===== src/source/pifBridge_cfg.svh =====
`ifndef PIF_BRIDGE_CFG_SVH
`define PIF_BRIDGE_CFG_SVH

// --------------------
// receive byte layout
// --------------------

// payload bits below the tag
`define PIF_DATA_BITS 6
`define PIF_TAG_BITS  2

// tag codes in the top bits of a received byte
`define PIF_TAG_ADDR  2'b10
`define PIF_TAG_DATA  2'b01

// --------------------
// parallel port
// --------------------

// register address taken from the low payload bits
`define PIF_ADDR_W    4

// read sub-address counter
`define PIF_SUBA_W    3
`define PIF_SUBA_MAX  5

// --------------------
// slave block registers
// --------------------

// command, transmit, status and receive registers
`define REG_CMDR      8'h41
`define REG_TXDR      8'h44
`define REG_SR        8'h45
`define REG_RXDR      8'h47

// command bytes, bit 2 disables clock stretching
`define CMD_CLKSTR_DIS 8'h04
`define CMD_CLKSTR_EN  8'h00

`endif


===== src/source/pifPkg.sv =====
`default_nettype none

`include "pifBridge_cfg.svh"

package pifPkg;

    // status register, msb first
    typedef struct packed {
        logic tip;
        logic busy;
        logic rarc;
        logic srw;
        logic arbl;
        logic trrdy;
        logic troe;
        logic hgc;
    } i2cStatus_t;

    // tag and payload view of a received byte
    typedef struct packed {
        logic [`PIF_TAG_BITS-1:0]  tag;
        logic [`PIF_DATA_BITS-1:0] payload;
    } rxFields_t;

    typedef union packed {
        logic [7:0] raw;
        rxFields_t  f;
    } rxByte_t;

    // sequencer states
    typedef enum logic [3:0] {
        stStart  = 4'd0,
        stInit1  = 4'd1,
        stInit2  = 4'd2,
        stInit3  = 4'd3,
        stInit4  = 4'd4,
        stIdle   = 4'd5,
        stWaitTr = 4'd6,
        stIn0    = 4'd7,
        stOut0   = 4'd8,
        stOut1   = 4'd9,
        stWr     = 4'd10,
        stRd     = 4'd11
    } seqState_t;

    // single bus cycle request, go is a one-cycle pulse
    typedef struct packed {
        logic       go;
        logic       we;
        logic [7:0] adr;
        logic [7:0] wdat;
    } wbReq_t;

    // strobes towards the parallel port
    typedef struct packed {
        logic                      loadAddr;
        logic                      writeData;
        logic                      readDone;
        logic [`PIF_DATA_BITS-1:0] payload;
    } pifCmd_t;

endpackage

`default_nettype wire


===== src/source/wbCycleEngine.sv =====
`timescale 1ns/1ps
`default_nettype none

module wbCycleEngine (
    input  wire            xclk,
    input  wire            sys_rst,
    input  pifPkg::wbReq_t req_i,
    input  wire            wbAck_i,
    input  wire [7:0]      wbDat_i,
    output logic           wbCyc_o,
    output logic           wbStb_o,
    output logic           wbWe_o,
    output logic [7:0]     wbAdr_o,
    output logic [7:0]     wbDat_o,
    output logic           done_o,
    output logic [7:0]     rdata_o
);

    // --------------------
    // bus cycle
    // --------------------

    always_ff @(posedge xclk or negedge sys_rst) begin
        if (!sys_rst) begin
            wbCyc_o <= 1'b0;
            wbStb_o <= 1'b0;
            wbWe_o  <= 1'b0;
            wbAdr_o <= 8'h00;
            wbDat_o <= 8'h00;
            done_o  <= 1'b0;
            rdata_o <= 8'h00;
        end else begin
            done_o <= 1'b0;
            if (wbCyc_o) begin
                // hold until the slave acks, then drop at this edge
                if (wbAck_i) begin
                    wbCyc_o <= 1'b0;
                    wbStb_o <= 1'b0;
                    wbWe_o  <= 1'b0;
                    done_o  <= 1'b1;
                    if (!wbWe_o) begin
                        rdata_o <= wbDat_i;
                    end
                end
            end else if (req_i.go) begin
                // open a new cycle
                wbCyc_o <= 1'b1;
                wbStb_o <= 1'b1;
                wbWe_o  <= req_i.we;
                wbAdr_o <= req_i.adr;
                wbDat_o <= req_i.wdat;
            end
        end
    end

    // --------------------
    // checks
    // --------------------

    // ack only answers an open cycle
    ackInsideCyc: assert property (
        @(posedge xclk) disable iff (!sys_rst)
        wbAck_i |-> wbCyc_o
    );

    // the requester waits for done before the next go
    noReqWhileOpen: assert property (
        @(posedge xclk) disable iff (!sys_rst)
        req_i.go |-> !wbCyc_o
    );

endmodule

`default_nettype wire


===== src/source/efbSequencer.sv =====
`timescale 1ns/1ps
`default_nettype none

`include "pifBridge_cfg.svh"

module efbSequencer (
    input  wire             xclk,
    input  wire             sys_rst,
    input  wire             done_i,
    input  wire [7:0]       rdata_i,
    input  wire [7:0]       xo_i,
    output pifPkg::wbReq_t  req_o,
    output pifPkg::pifCmd_t cmd_o
);

    pifPkg::seqState_t  state;
    pifPkg::seqState_t  nextState;
    pifPkg::seqState_t  retState;
    pifPkg::seqState_t  nextRet;
    pifPkg::i2cStatus_t status;
    pifPkg::rxByte_t    rxByte;

    logic busy;
    logic txReady;
    logic rxReady;
    logic lastNak;
    // last read went to the status register
    logic rdIsStatus;

    function automatic pifPkg::wbReq_t rdReq(input logic [7:0] adr);
        pifPkg::wbReq_t r;
        r     = '0;
        r.go  = 1'b1;
        r.adr = adr;
        return r;
    endfunction

    function automatic pifPkg::wbReq_t wrReq(input logic [7:0] adr, input logic [7:0] dat);
        pifPkg::wbReq_t r;
        r      = '0;
        r.go   = 1'b1;
        r.we   = 1'b1;
        r.adr  = adr;
        r.wdat = dat;
        return r;
    endfunction

    assign status = pifPkg::i2cStatus_t'(rdata_i);

    // --------------------
    // next state and requests
    // --------------------

    always_comb begin
        nextState = state;
        nextRet   = retState;
        req_o     = '0;
        cmd_o     = '0;
        case (state)
            pifPkg::stStart: begin
                req_o     = wrReq(`REG_CMDR, `CMD_CLKSTR_DIS);
                nextRet   = pifPkg::stInit1;
                nextState = pifPkg::stWr;
            end
            pifPkg::stInit1: begin
                req_o     = rdReq(`REG_SR);
                nextRet   = pifPkg::stInit2;
                nextState = pifPkg::stRd;
            end
            pifPkg::stInit2: begin
                // poll status until the bus is free, then flush rx
                if (busy) begin
                    req_o   = rdReq(`REG_SR);
                    nextRet = pifPkg::stInit2;
                end else begin
                    req_o   = rdReq(`REG_RXDR);
                    nextRet = pifPkg::stInit3;
                end
                nextState = pifPkg::stRd;
            end
            pifPkg::stInit3: begin
                req_o     = rdReq(`REG_RXDR);
                nextRet   = pifPkg::stInit4;
                nextState = pifPkg::stRd;
            end
            pifPkg::stInit4: begin
                req_o     = wrReq(`REG_CMDR, `CMD_CLKSTR_EN);
                nextRet   = pifPkg::stIdle;
                nextState = pifPkg::stWr;
            end
            pifPkg::stIdle: begin
                req_o     = rdReq(`REG_SR);
                nextRet   = busy ? pifPkg::stWaitTr : pifPkg::stIdle;
                nextState = pifPkg::stRd;
            end
            pifPkg::stWaitTr: begin
                if (lastNak) begin
                    nextState = pifPkg::stStart;
                end else if (txReady) begin
                    req_o     = wrReq(`REG_TXDR, xo_i);
                    nextRet   = pifPkg::stOut0;
                    nextState = pifPkg::stWr;
                end else if (rxReady) begin
                    req_o     = rdReq(`REG_RXDR);
                    nextRet   = pifPkg::stIn0;
                    nextState = pifPkg::stRd;
                end else if (!busy) begin
                    nextState = pifPkg::stStart;
                end else begin
                    req_o     = rdReq(`REG_SR);
                    nextRet   = pifPkg::stWaitTr;
                    nextState = pifPkg::stRd;
                end
            end
            pifPkg::stIn0: begin
                cmd_o.loadAddr  = (rxByte.f.tag == `PIF_TAG_ADDR);
                cmd_o.writeData = (rxByte.f.tag == `PIF_TAG_DATA);
                cmd_o.payload   = rxByte.f.payload;
                nextState       = pifPkg::stIdle;
            end
            pifPkg::stOut0: begin
                cmd_o.readDone = 1'b1;
                nextState      = pifPkg::stOut1;
            end
            pifPkg::stOut1: begin
                nextState = pifPkg::stIdle;
            end
            pifPkg::stWr, pifPkg::stRd: begin
                if (done_i) begin
                    nextState = retState;
                end
            end
            default: begin
                nextState = pifPkg::stStart;
            end
        endcase
    end

    // --------------------
    // state and decoded flags
    // --------------------

    always_ff @(posedge xclk or negedge sys_rst) begin
        if (!sys_rst) begin
            state      <= pifPkg::stStart;
            retState   <= pifPkg::stStart;
            busy       <= 1'b0;
            txReady    <= 1'b0;
            rxReady    <= 1'b0;
            lastNak    <= 1'b0;
            rdIsStatus <= 1'b0;
            rxByte     <= '0;
        end else begin
            state    <= nextState;
            retState <= nextRet;
            if (req_o.go && !req_o.we) begin
                rdIsStatus <= (req_o.adr == `REG_SR);
            end
            if ((state == pifPkg::stRd) && done_i) begin
                if (rdIsStatus) begin
                    busy    <= status.busy;
                    txReady <= status.busy & status.trrdy & status.srw & ~status.tip;
                    rxReady <= status.busy & status.trrdy & ~status.srw;
                    lastNak <= status.busy & status.rarc & status.srw & status.troe;
                end else begin
                    rxByte.raw <= rdata_i;
                end
            end
        end
    end

    // --------------------
    // checks
    // --------------------

    oneCmdStrobe: assert property (
        @(posedge xclk) disable iff (!sys_rst)
        $onehot0({cmd_o.loadAddr, cmd_o.writeData, cmd_o.readDone})
    );

    // the engine only reports done for a cycle we are waiting on
    doneOnlyWhenWaiting: assert property (
        @(posedge xclk) disable iff (!sys_rst)
        done_i |-> (state inside {pifPkg::stWr, pifPkg::stRd})
    );

endmodule

`default_nettype wire


===== src/source/pifPortCtl.sv =====
`timescale 1ns/1ps
`default_nettype none

`include "pifBridge_cfg.svh"

module pifPortCtl (
    input  wire                        xclk,
    input  wire                        sys_rst,
    input  pifPkg::pifCmd_t            cmd_i,
    output logic                       pWr_o,
    output logic [`PIF_ADDR_W-1:0]     prwa_o,
    output logic                       rdFinished_o,
    output logic [`PIF_SUBA_W-1:0]     prdSubA_o,
    output logic [`PIF_DATA_BITS-1:0]  pd_o
);

    // first stage, updated straight from the command strobes
    logic                      pWrReg;
    logic                      rdFinReg;
    logic [`PIF_ADDR_W-1:0]    rwAddr;
    logic [`PIF_SUBA_W-1:0]    rdSubA;
    logic [`PIF_DATA_BITS-1:0] pdReg;

    // --------------------
    // command stage
    // --------------------

    always_ff @(posedge xclk or negedge sys_rst) begin
        if (!sys_rst) begin
            pWrReg   <= 1'b0;
            rdFinReg <= 1'b0;
            rwAddr   <= '0;
            rdSubA   <= '0;
            pdReg    <= '0;
        end else begin
            pWrReg   <= cmd_i.writeData;
            rdFinReg <= cmd_i.readDone;

            // new address restarts the read sequence
            if (cmd_i.loadAddr) begin
                rwAddr <= cmd_i.payload[`PIF_ADDR_W-1:0];
                rdSubA <= '0;
            end else if (cmd_i.readDone) begin
                // next read sub-address
                if (rdSubA == `PIF_SUBA_MAX) begin
                    rdSubA <= '0;
                end else begin
                    rdSubA <= rdSubA + 1'b1;
                end
            end

            if (cmd_i.writeData) begin
                pdReg <= cmd_i.payload;
            end
        end
    end

    // --------------------
    // output stage
    // --------------------

    always_ff @(posedge xclk or negedge sys_rst) begin
        if (!sys_rst) begin
            pWr_o        <= 1'b0;
            prwa_o       <= '0;
            rdFinished_o <= 1'b0;
            prdSubA_o    <= '0;
            pd_o         <= '0;
        end else begin
            pWr_o        <= pWrReg;
            prwa_o       <= rwAddr;
            rdFinished_o <= rdFinReg;
            prdSubA_o    <= rdSubA;
            pd_o         <= pdReg;
        end
    end

endmodule

`default_nettype wire


===== src/source/pifBridge.sv =====
`timescale 1ns/1ps
`default_nettype none

`include "pifBridge_cfg.svh"

module pifBridge (
    input  wire                       xclk,
    input  wire                       sys_rst,
    input  wire [7:0]                 xo_i,
    // wishbone master towards the slave block
    output wire                       wbCyc_o,
    output wire                       wbStb_o,
    output wire                       wbWe_o,
    output wire [7:0]                 wbAdr_o,
    output wire [7:0]                 wbDat_o,
    input  wire                       wbAck_i,
    input  wire [7:0]                 wbDat_i,
    // parallel register port
    output wire                       pWr_o,
    output wire [`PIF_ADDR_W-1:0]     prwa_o,
    output wire                       rdFinished_o,
    output wire [`PIF_SUBA_W-1:0]     prdSubA_o,
    output wire [`PIF_DATA_BITS-1:0]  pd_o
);

    wire pifPkg::wbReq_t  req;
    wire pifPkg::pifCmd_t cmd;
    wire                  done;
    wire [7:0]            rdata;

    efbSequencer uSeq (
        .xclk    (xclk),
        .sys_rst (sys_rst),
        .done_i  (done),
        .rdata_i (rdata),
        .xo_i    (xo_i),
        .req_o   (req),
        .cmd_o   (cmd)
    );

    wbCycleEngine uWb (
        .xclk    (xclk),
        .sys_rst (sys_rst),
        .req_i   (req),
        .wbAck_i (wbAck_i),
        .wbDat_i (wbDat_i),
        .wbCyc_o (wbCyc_o),
        .wbStb_o (wbStb_o),
        .wbWe_o  (wbWe_o),
        .wbAdr_o (wbAdr_o),
        .wbDat_o (wbDat_o),
        .done_o  (done),
        .rdata_o (rdata)
    );

    pifPortCtl uPort (
        .xclk         (xclk),
        .sys_rst      (sys_rst),
        .cmd_i        (cmd),
        .pWr_o        (pWr_o),
        .prwa_o       (prwa_o),
        .rdFinished_o (rdFinished_o),
        .prdSubA_o    (prdSubA_o),
        .pd_o         (pd_o)
    );

endmodule

`default_nettype wire


===== config.mk =====
export PLATFORM = sky130hd
export DESIGN_NAME = pifBridge
export DESIGN_NICKNAME = d
export VERILOG_FILES = /design/src/source/pifPkg.sv /design/src/source/wbCycleEngine.sv /design/src/source/efbSequencer.sv /design/src/source/pifPortCtl.sv /design/src/source/pifBridge.sv
export VERILOG_INCLUDE_DIRS = /design/src /design/src/source
export SDC_FILE = /design/constraint.sdc
export NUM_CORES = 1
export LEC_CHECK = 0
export CAP_MARGIN = 10
export CORE_UTILIZATION = 50
export CTS_BUF_LIST = sky130_fd_sc_hd__clkbuf_4 sky130_fd_sc_hd__clkbuf_8
export DETAILED_ROUTE_END_ITERATION = 7
export DONT_BUFFER_PORTS = 1
export GPL_TIMING_DRIVEN = 0
export SYNTH_ARGS = -nofsm -noshare
export SYNTH_HDL_FRONTEND = slang
export SYNTH_SLANG_ARGS = --single-unit

===== constraint.sdc =====
create_clock -name xclk -period 2.4 [get_ports xclk]
set_input_delay 0.12 -clock xclk [delete_from_list [all_inputs] [get_ports xclk]]
set_output_delay 0.12 -clock xclk [all_outputs]
set_load 0.02 [all_outputs]

==> results of run 1 <==
## cells in the mapped netlist, drive strengths merged (2+ instances only)
library cell  count
a21oi             6
a31oi             3
and4b             2
buf              11
clkbuf            4
dfrtp            75
inv               5
mux2             29
nand2            22
nand2b            2
nand3             2
nand4             2
nor2              6
nor2b             5
nor3              2
nor3b             2
o21a              3
o21ai            27
o22a              2
o31ai             3
or2               4
or3               2
## sequential cells by signal, indices dropped and copies added, names as in the netlist, 3 cells and up
signal / count
uSeq.rxByte: 8
uWb.rdata_o: 8
uWb.wbDat_o: 8
uPort.pdReg: 6
uPort.pd_o: 6
uPort.prwa_o: 4
uPort.rwAddr: 4
uSeq.retState: 4
uSeq.state: 4
uWb.wbAdr_o: 4
uPort.prdSubA_o: 3
uPort.rdSubA: 3
## cell usage in the layout, fill, tap and decap left out, types with 2 or more instances in the layout
master,netlist,routed
o21ai_1,2,2
conb_1,1,4
a31oi_1,3,3
or3_1,2,2
o21ai_0,25,25
dfrtp_1,75,75
clkbuf_1,3,3
nor2b_1,5,5
and4b_1,2,2
a21oi_1,5,5
nor3b_4,2,2
inv_1,5,5
or2_2,3,3
nand4_1,2,2
mux2_2,28,28
nor2_1,6,6
nand2b_1,2,2
bufinv_16,0,3
nand3_1,2,2
dlygate4sd3_1,0,17
buf_4,6,6
o31ai_1,3,3
buf_2,4,4
nand2_1,21,21
o21a_1,3,3
o22a_1,2,2
nor3_1,2,2
clkbuf_8,0,9
## layout make-up
class                           count  share of cell area, %
Clock buffer                       10                  3.738
Multi-Input combinational cell    143                  28.34
Buffer                             15                  2.634
Tap cell                           72                  2.563
Sequential cell                    75                  53.40
Timing Repair Buffer               18                  5.625
Clock inverter                      6                  3.168
Inverter                            5                 0.5340
## critical path, delay by kind of cell (launching register included)
| kind | cells | cell delay [ns] |
|---|---|---|
| compound gates | 1 | 0.45 |
| simple gates | 2 | 0.64 |
| flops | 1 | 0.43 |
| mux | 1 | 0.32 |
## power breakdown
group / internal [W] / switching, W / leakage (nW)
clock: 0.000704 / 0.000464 / 0.120
sequential: 0.00170 / 0.000474 / 0.975
combinational: 0.000566 / 0.000617 / 0.533
total: 0.00297 / 0.00155 / 1.63
## routing by layer
metal  up-vias  routed length, um  track usage [%]
met5         -                  0                0
met4         0                 94            10.36
met3         8                181            4.023
met2        43               2461            28.02
met1       909               2723            28.40
li1        879                  -                -
## kinds of logic after synthesis
logic type                synth area share (%)
buffers and inverters                    3.746
and+or+nand+nor                          10.82
AOI/OAI and AO/OA                        10.90
other                                   0.1261
xor gates and xnor gates                0.2947
DFF                                      63.13
muxes                                    10.98
## worst max-delay path by stage
| stage | to | cells past startpoint |
|---|---|---|
| 6_report | uWb.wbAdr_o[0]$_DFFE_PN0P_ | 4 |
| 5_1_grt | uWb.wbAdr_o[0]$_DFFE_PN0P_ | 4 |
| 4_1_cts | uWb.wbAdr_o[0]$_DFFE_PN0P_ | 4 |
| 3_5_place_dp | uWb.wbAdr_o[0]$_DFFE_PN0P_ | 4 |
| 3_3_place_gp | uWb.wbAdr_o[0]$_DFFE_PN0P_ | 4 |
| 2_1_floorplan | uWb.wbAdr_o[0]$_DFFE_PN0P_ | 4 |
## metrics by stage
step | power [W] | util (%) | setup slack (ns) | cell area (um^2) | cells
after floorplan | 0.003023 | - | 0.7459 | 2984 | 238
after CTS | 0.004549 | 62.67 | 0.4640 | 3515 | 344
after global routing | 0.004812 | 62.67 | 0.3408 | 3515 | 344
after global placement | 0.003289 | 54.82 | 0.4576 | 3074 | 310
after detailed placement | 0.003328 | 54.82 | 0.4747 | 3074 | 310
final | 0.004525 | 62.67 | 0.4615 | 3515 | 344
==> flow_summary.yaml, run 1 <==
status:
  status: "finished, final reports clean"
yosys:
  syn-cell-area_um2: 2973
  ys_ff_latch: 75
  synth_area_leaders: "dfrtp_1 (63%), mux2_2 (11%), o21ai_0 (4.2%)"
  yosysWarnings: 0
  synthCells: 235
  synth_top_area_cell: "dfrtp_1"
  postSynthAreaPerCell_um2: 12.65
  synth_top_area_share_pct: 63.13
  synth_edf_count: 0
  synth.lib_cells_used.distinct: 46
  synthFlopType: "dfrtp_1"
  synthArstFlopShare_pct: 100.0
  seq_area_frac_synth_pct: 63.13
sta:
  finalSetupViolCount: 0
  worstMarginPinSlew_ns: 0.5139
  drv_slew: 0
  skew_ns: 0.007265
  post-route-period-util_pct: 80.77
  slew_headroom_pct: 65.74
  setup-tns-final_ns: 0
  max_freq_mhz: 515.9
  timing.hold.ws_ns: 0.05337
  hold_viol: 0
  period_minus_slack_ns: 1.939
  rsz0062_at_grt: "false"
route:
  vias_per_cell: 5.346
  drt_pass1_iterations: 4
  drtAntennaViolNets: 0
  vias: 1839
  drt_iter0_drc: 61
  routed_wl_um: 5461
  drc: 0
  routedWlPerCell_um: 15.88
clock_network:
  cts-root-buf: "clkbuf_8"
  cts_hold_buf: 18
  ctsResizeCount: 0
  cts_tree: "built"
  htree_levels: 3
  cts_buffer_depth: 2
  postCtsSetupBuffers: 0
  clk_pin_slew_ns: 0.08
  clk_latency_ns: 0.34
  numClockSinks: 75
  numCtsBuffers: 9
floorplanning:
  core_um2: 5608
  die_area_um2: 6258
  initial_core_util_pct: 53.01
  die_h_um: 79.11
  io_pins: 53
  die_x_um: 79.11
  core.rowCount: 27
worst_hold_path:
  hp-class: "in -> reg"
  worstHoldStart: "xo_i[2]"
  hold_end: "uWb.wbDat_o[2]$_DFFE_PN0P_"
  hold_path_depth: 2
finish:
  multi_input_area_um2: 996.0
  ff_latch_area_um2: 1877
  syn2layout_area_growth_pct: 18.22
  antennaDiodeCount: 0
  finalNetCount: 286
  fillCellCount: 468
  drive_gt1_share_pct: 24.63
placed_design:
  gp_congestion: 0.7848
  hpwl_um: 3543
  port_buffers: 0
job:
  drv_cap: 0
critical_path:
  cp.arrival_ns: 2.16
  critPathSlowestCell: "a21oi_2"
  reg2reg_depth: 4
  path_class: "reg -> reg"
  slowest_delay_ns: 0.45
  worstPathMaxFanout: 10
  r2r_slack_ns: 0.46
  required_ns: 2.63
  cp_cell_sequence: "or3_1, a21oi_2, or2_4, mux2_1"
  r2r_start: "uSeq.txReady$_DFFE_PN0P_"
  cp-end-kind: "flip-flop"
  startpoint: "uSeq.txReady$_DFFE_PN0P_"
  start_kind: "flip-flop"
  regToRegEndpoint: "uWb.wbAdr_o[0]$_DFFE_PN0P_"
grt:
  grt_max_degree: 76
  antenna_found_initial: 0
  grt_pass1_vias: 1818
  grt.total_usage_pct: 19.73
  grt_overflow_total: 0
  grt_pass1_wl_um: 9183
power:
  ir_drop_mv: 0.6130
  p_leak_nw: 1.628
  p_per_area_nw_per_um2: 1287
Power figures use the tool's default switching activity.
==> run 2, diff against run 1 <==
--- a/config.mk
+++ b/config.mk
@@ -6,6 +6,7 @@
 export SDC_FILE = /design/constraint.sdc
 export NUM_CORES = 1
 export LEC_CHECK = 0
+export ABC_AREA = 1
 export CAP_MARGIN = 10
 export CORE_UTILIZATION = 50
 export CTS_BUF_LIST = sky130_fd_sc_hd__clkbuf_4 sky130_fd_sc_hd__clkbuf_8
==> constraint.sdc (replaced) <==
create_clock -name xclk -period 2 [get_ports xclk]
set_input_delay 0.1 -clock xclk [delete_from_list [all_inputs] [get_ports xclk]]
set_output_delay 0.1 -clock xclk [all_outputs]
set_load 0.02 [all_outputs]
==> run 2 against run 1 <==
Compared with the run above: worst hold slack improved by 0.25 ns; area after synthesis rose by 4.7%; core utilization fell by 1.9 points; design area rose by 3.0%; power rose by 17%; critical path type unchanged; largest power group unchanged.
==> flow_summary.yaml, run 2 <==
clock_network:
  cts_tree: "built"
  clk_pin_slew_ns: 0.08
  numCtsBuffers: 9
  cts-root-buf: "clkbuf_8"
  htree_levels: 3
  numClockSinks: 75
  clk_latency_ns: 0.35
  postCtsSetupBuffers: 0
  cts_buffer_depth: 2
route:
  drt_pass1_iterations: 4
  routedWlPerCell_um: 12.74
  drt_iter0_drc: 96
  drtAntennaViolNets: 0
  drc: 0
  routed_wl_um: 5772
  vias_per_cell: 4.832
  vias: 2189
job:
  drv_cap: 0
power:
  ir_drop_mv: 0.7480
  p_leak_nw: 1.861
  p_per_area_nw_per_um2: 1463
sta:
  finalSetupViolCount: 0
  period_minus_slack_ns: 1.581
  timing.hold.ws_ns: 0.3079
  rsz0062_at_grt: "false"
  hold_viol: 0
  post-route-period-util_pct: 79.05
  setup-tns-final_ns: 0
  drv_slew: 0
  max_freq_mhz: 632.5
  skew_ns: 0.01288
yosys:
  synthArstFlopShare_pct: 100.0
  synth_edf_count: 0
  synthFlopType: "dfrtp_1"
  synth_top_area_share_pct: 60.31
  syn-cell-area_um2: 3112
  yosysWarnings: 0
  ys_ff_latch: 75
  synth_common_cells: "nand2_1 (106), dfrtp_1 (75), inv_1 (38), nor2_1 (24), nand3_1 (20)"
  postSynthAreaPerCell_um2: 9.152
  synth_area_leaders: "dfrtp_1 (60%), nand2_1 (13%), inv_1 (4.6%)"
  synth_top_area_cell: "dfrtp_1"
  synth_most_common_cell: "nand2_1"
  seq_area_frac_synth_pct: 60.31
  synthCells: 340
  synth.lib_cells_used.distinct: 27
finish:
  top_regs: "uSeq.rxByte (8), uWb.rdata_o (8), uWb.wbDat_o (8)"
  antennaDiodeCount: 0
  syn2layout_area_growth_pct: 16.32
  layout.cells.non_filler: 453
  drive_gt1_share_pct: 14.29
  fillCellCount: 530
  ff_latch_area_um2: 1877
  multi_input_area_um2: 998.5
  final_cell_mix: "nand2_1 (106), dfrtp_1 (75), inv_1 (38)"
  fin_util_pct: 60.78
  final_common_cell: "nand2_1"
  finalNetCount: 392
floorplanning:
  core_um2: 5956
  die_h_um: 80.89
  initial_core_util_pct: 52.25
  io_pins: 53
  die_x_um: 80.89
  die_area_um2: 6543
  core.rowCount: 28
critical_path:
  cp-end-kind: "flip-flop"
  start_kind: "flip-flop"
  path_class: "reg -> reg"
  cp.arrival_ns: 1.82
  reg2reg_depth: 6
  regToRegEndpoint: "uWb.rdata_o[4]$_DFFE_PN0P_"
  r2r_slack_ns: 0.42
  required_ns: 2.24
  worstPathMaxFanout: 10
  r2r_start: "uWb.wbCyc_o$_DFF_PN0_"
grt:
  grt_util_met2_pct: 28.74
  grtUsageMet3_pct: 5.955
  grt_pass1_vias: 2101
  antenna_found_initial: 0
  grt_busiest_layer: "met1"
  grt.total_usage_pct: 20.53
  use_met1_pct: 29.24
  grt_pass1_wl_um: 9853
  grt_max_degree: 76
  grt_overflow_total: 0
placed_design:
  hpwl_um: 3949
  gp_congestion: 0.8406
  dpl.cell_count: 418
  port_buffers: 0
status:
  status: "finished, final reports clean"
worst_hold_path:
  hp-class: "in -> async"
-- run 2: cell types whose count changed after synthesis, moves of 5 or more --
cell,before,now
nand2_1,21,106
inv_1,5,38
mux2_2,28,1
nand3_1,2,20
nor2_1,6,24
o21ai_2,0,11
o21ai_0,25,15
a21oi_1,5,11
nor2b_1,5,0
o21ai_1,2,7
-- run 2: worst max-delay path by stage --
| stage | end | startpoint | cells after the start |
|---|---|---|---|
| after floorplan | uWb.rdata_o[3]$_DFFE_PN0P_ | uWb.wbCyc_o$_DFF_PN0_ | 6 |
| after global placement | uWb.rdata_o[5]$_DFFE_PN0P_ | uWb.wbCyc_o$_DFF_PN0_ | 6 |
| after detailed placement | uWb.rdata_o[3]$_DFFE_PN0P_ | uWb.wbCyc_o$_DFF_PN0_ | 6 |
| after CTS | uWb.rdata_o[3]$_DFFE_PN0P_ | uWb.wbCyc_o$_DFF_PN0_ | 6 |
| after global routing | uWb.rdata_o[3]$_DFFE_PN0P_ | uWb.wbCyc_o$_DFF_PN0_ | 6 |
| final | uWb.rdata_o[4]$_DFFE_PN0P_ | uWb.wbCyc_o$_DFF_PN0_ | 6 |
-- run 2: through the flow --
| stage | area, um^2 | total power [W] | setup slack [ns] |
|---|---|---|---|
| 2_1_floorplan | 3123 | 0.003760 | 0.5999 |
| 3_3_place_gp | 3217 | 0.004118 | 0.4532 |
| 3_5_place_dp | 3217 | 0.004161 | 0.4041 |
| 4_1_cts | 3620 | 0.005350 | 0.4006 |
| 5_1_grt | 3620 | 0.005741 | 0.3095 |
| 6_report | 3620 | 0.005295 | 0.4189 |
-- run 2: repair_timing --
| item | CTS | global route |
|---|---|---|
| resized for setup | 0 | 0 |
| setup endpoints to repair | 0 | 0 |
| hold buffers | 19 | 0 |
| hold endpoints to repair | 95 | 0 |
-- run 2: power by group --
| group | switching [W] | internal (W) | leakage, nW |
|---|---|---|---|
| Combinational | 0.00110 | 0.000589 | 0.792 |
| Clock | 0.000573 | 0.000533 | 0.101 |
| Sequential | 0.000490 | 0.00201 | 0.969 |
-- run 2: critical path, stage by stage (launching register included) --
cell and delay (ns):
dfrtp_1 0.49, nand2_1 0.16, or2_2 0.29, clkbuf_1 0.17, buf_2 0.21, nor2_1 0.11
a21oi_1 0.05
-- run 2: routing by layer --
layer	wire [um]	share of wire, %
met4	110	1.9
met5	0	0
met1	2898	50
met3	249	4.3
met2	2514	44
-- run 2: kinds of logic (layout without fill, tap and decap cells) --
| group | count (synthesis) | in the layout | synth area share (%) |
|---|---|---|---|
| compound gates | 46 | 46 | 8.926 |
| buf+inv | 53 | 88 | 7.961 |
| simple gates | 164 | 164 | 22.32 |
| other cells | 1 | 4 | 0.1205 |
| mux | 1 | 1 | 0.3619 |
| flops | 75 | 75 | 60.31 |
-- run 2: layout make-up --
type,count,share of cell area (%)
Buffer,12,2.592
Clock buffer,11,4.183
Clock inverter,5,1.210
Inverter,41,4.252
Multi-Input combinational cell,215,27.58
Sequential cell,75,51.85
Tap cell,75,2.592
Timing Repair Buffer,19,5.738
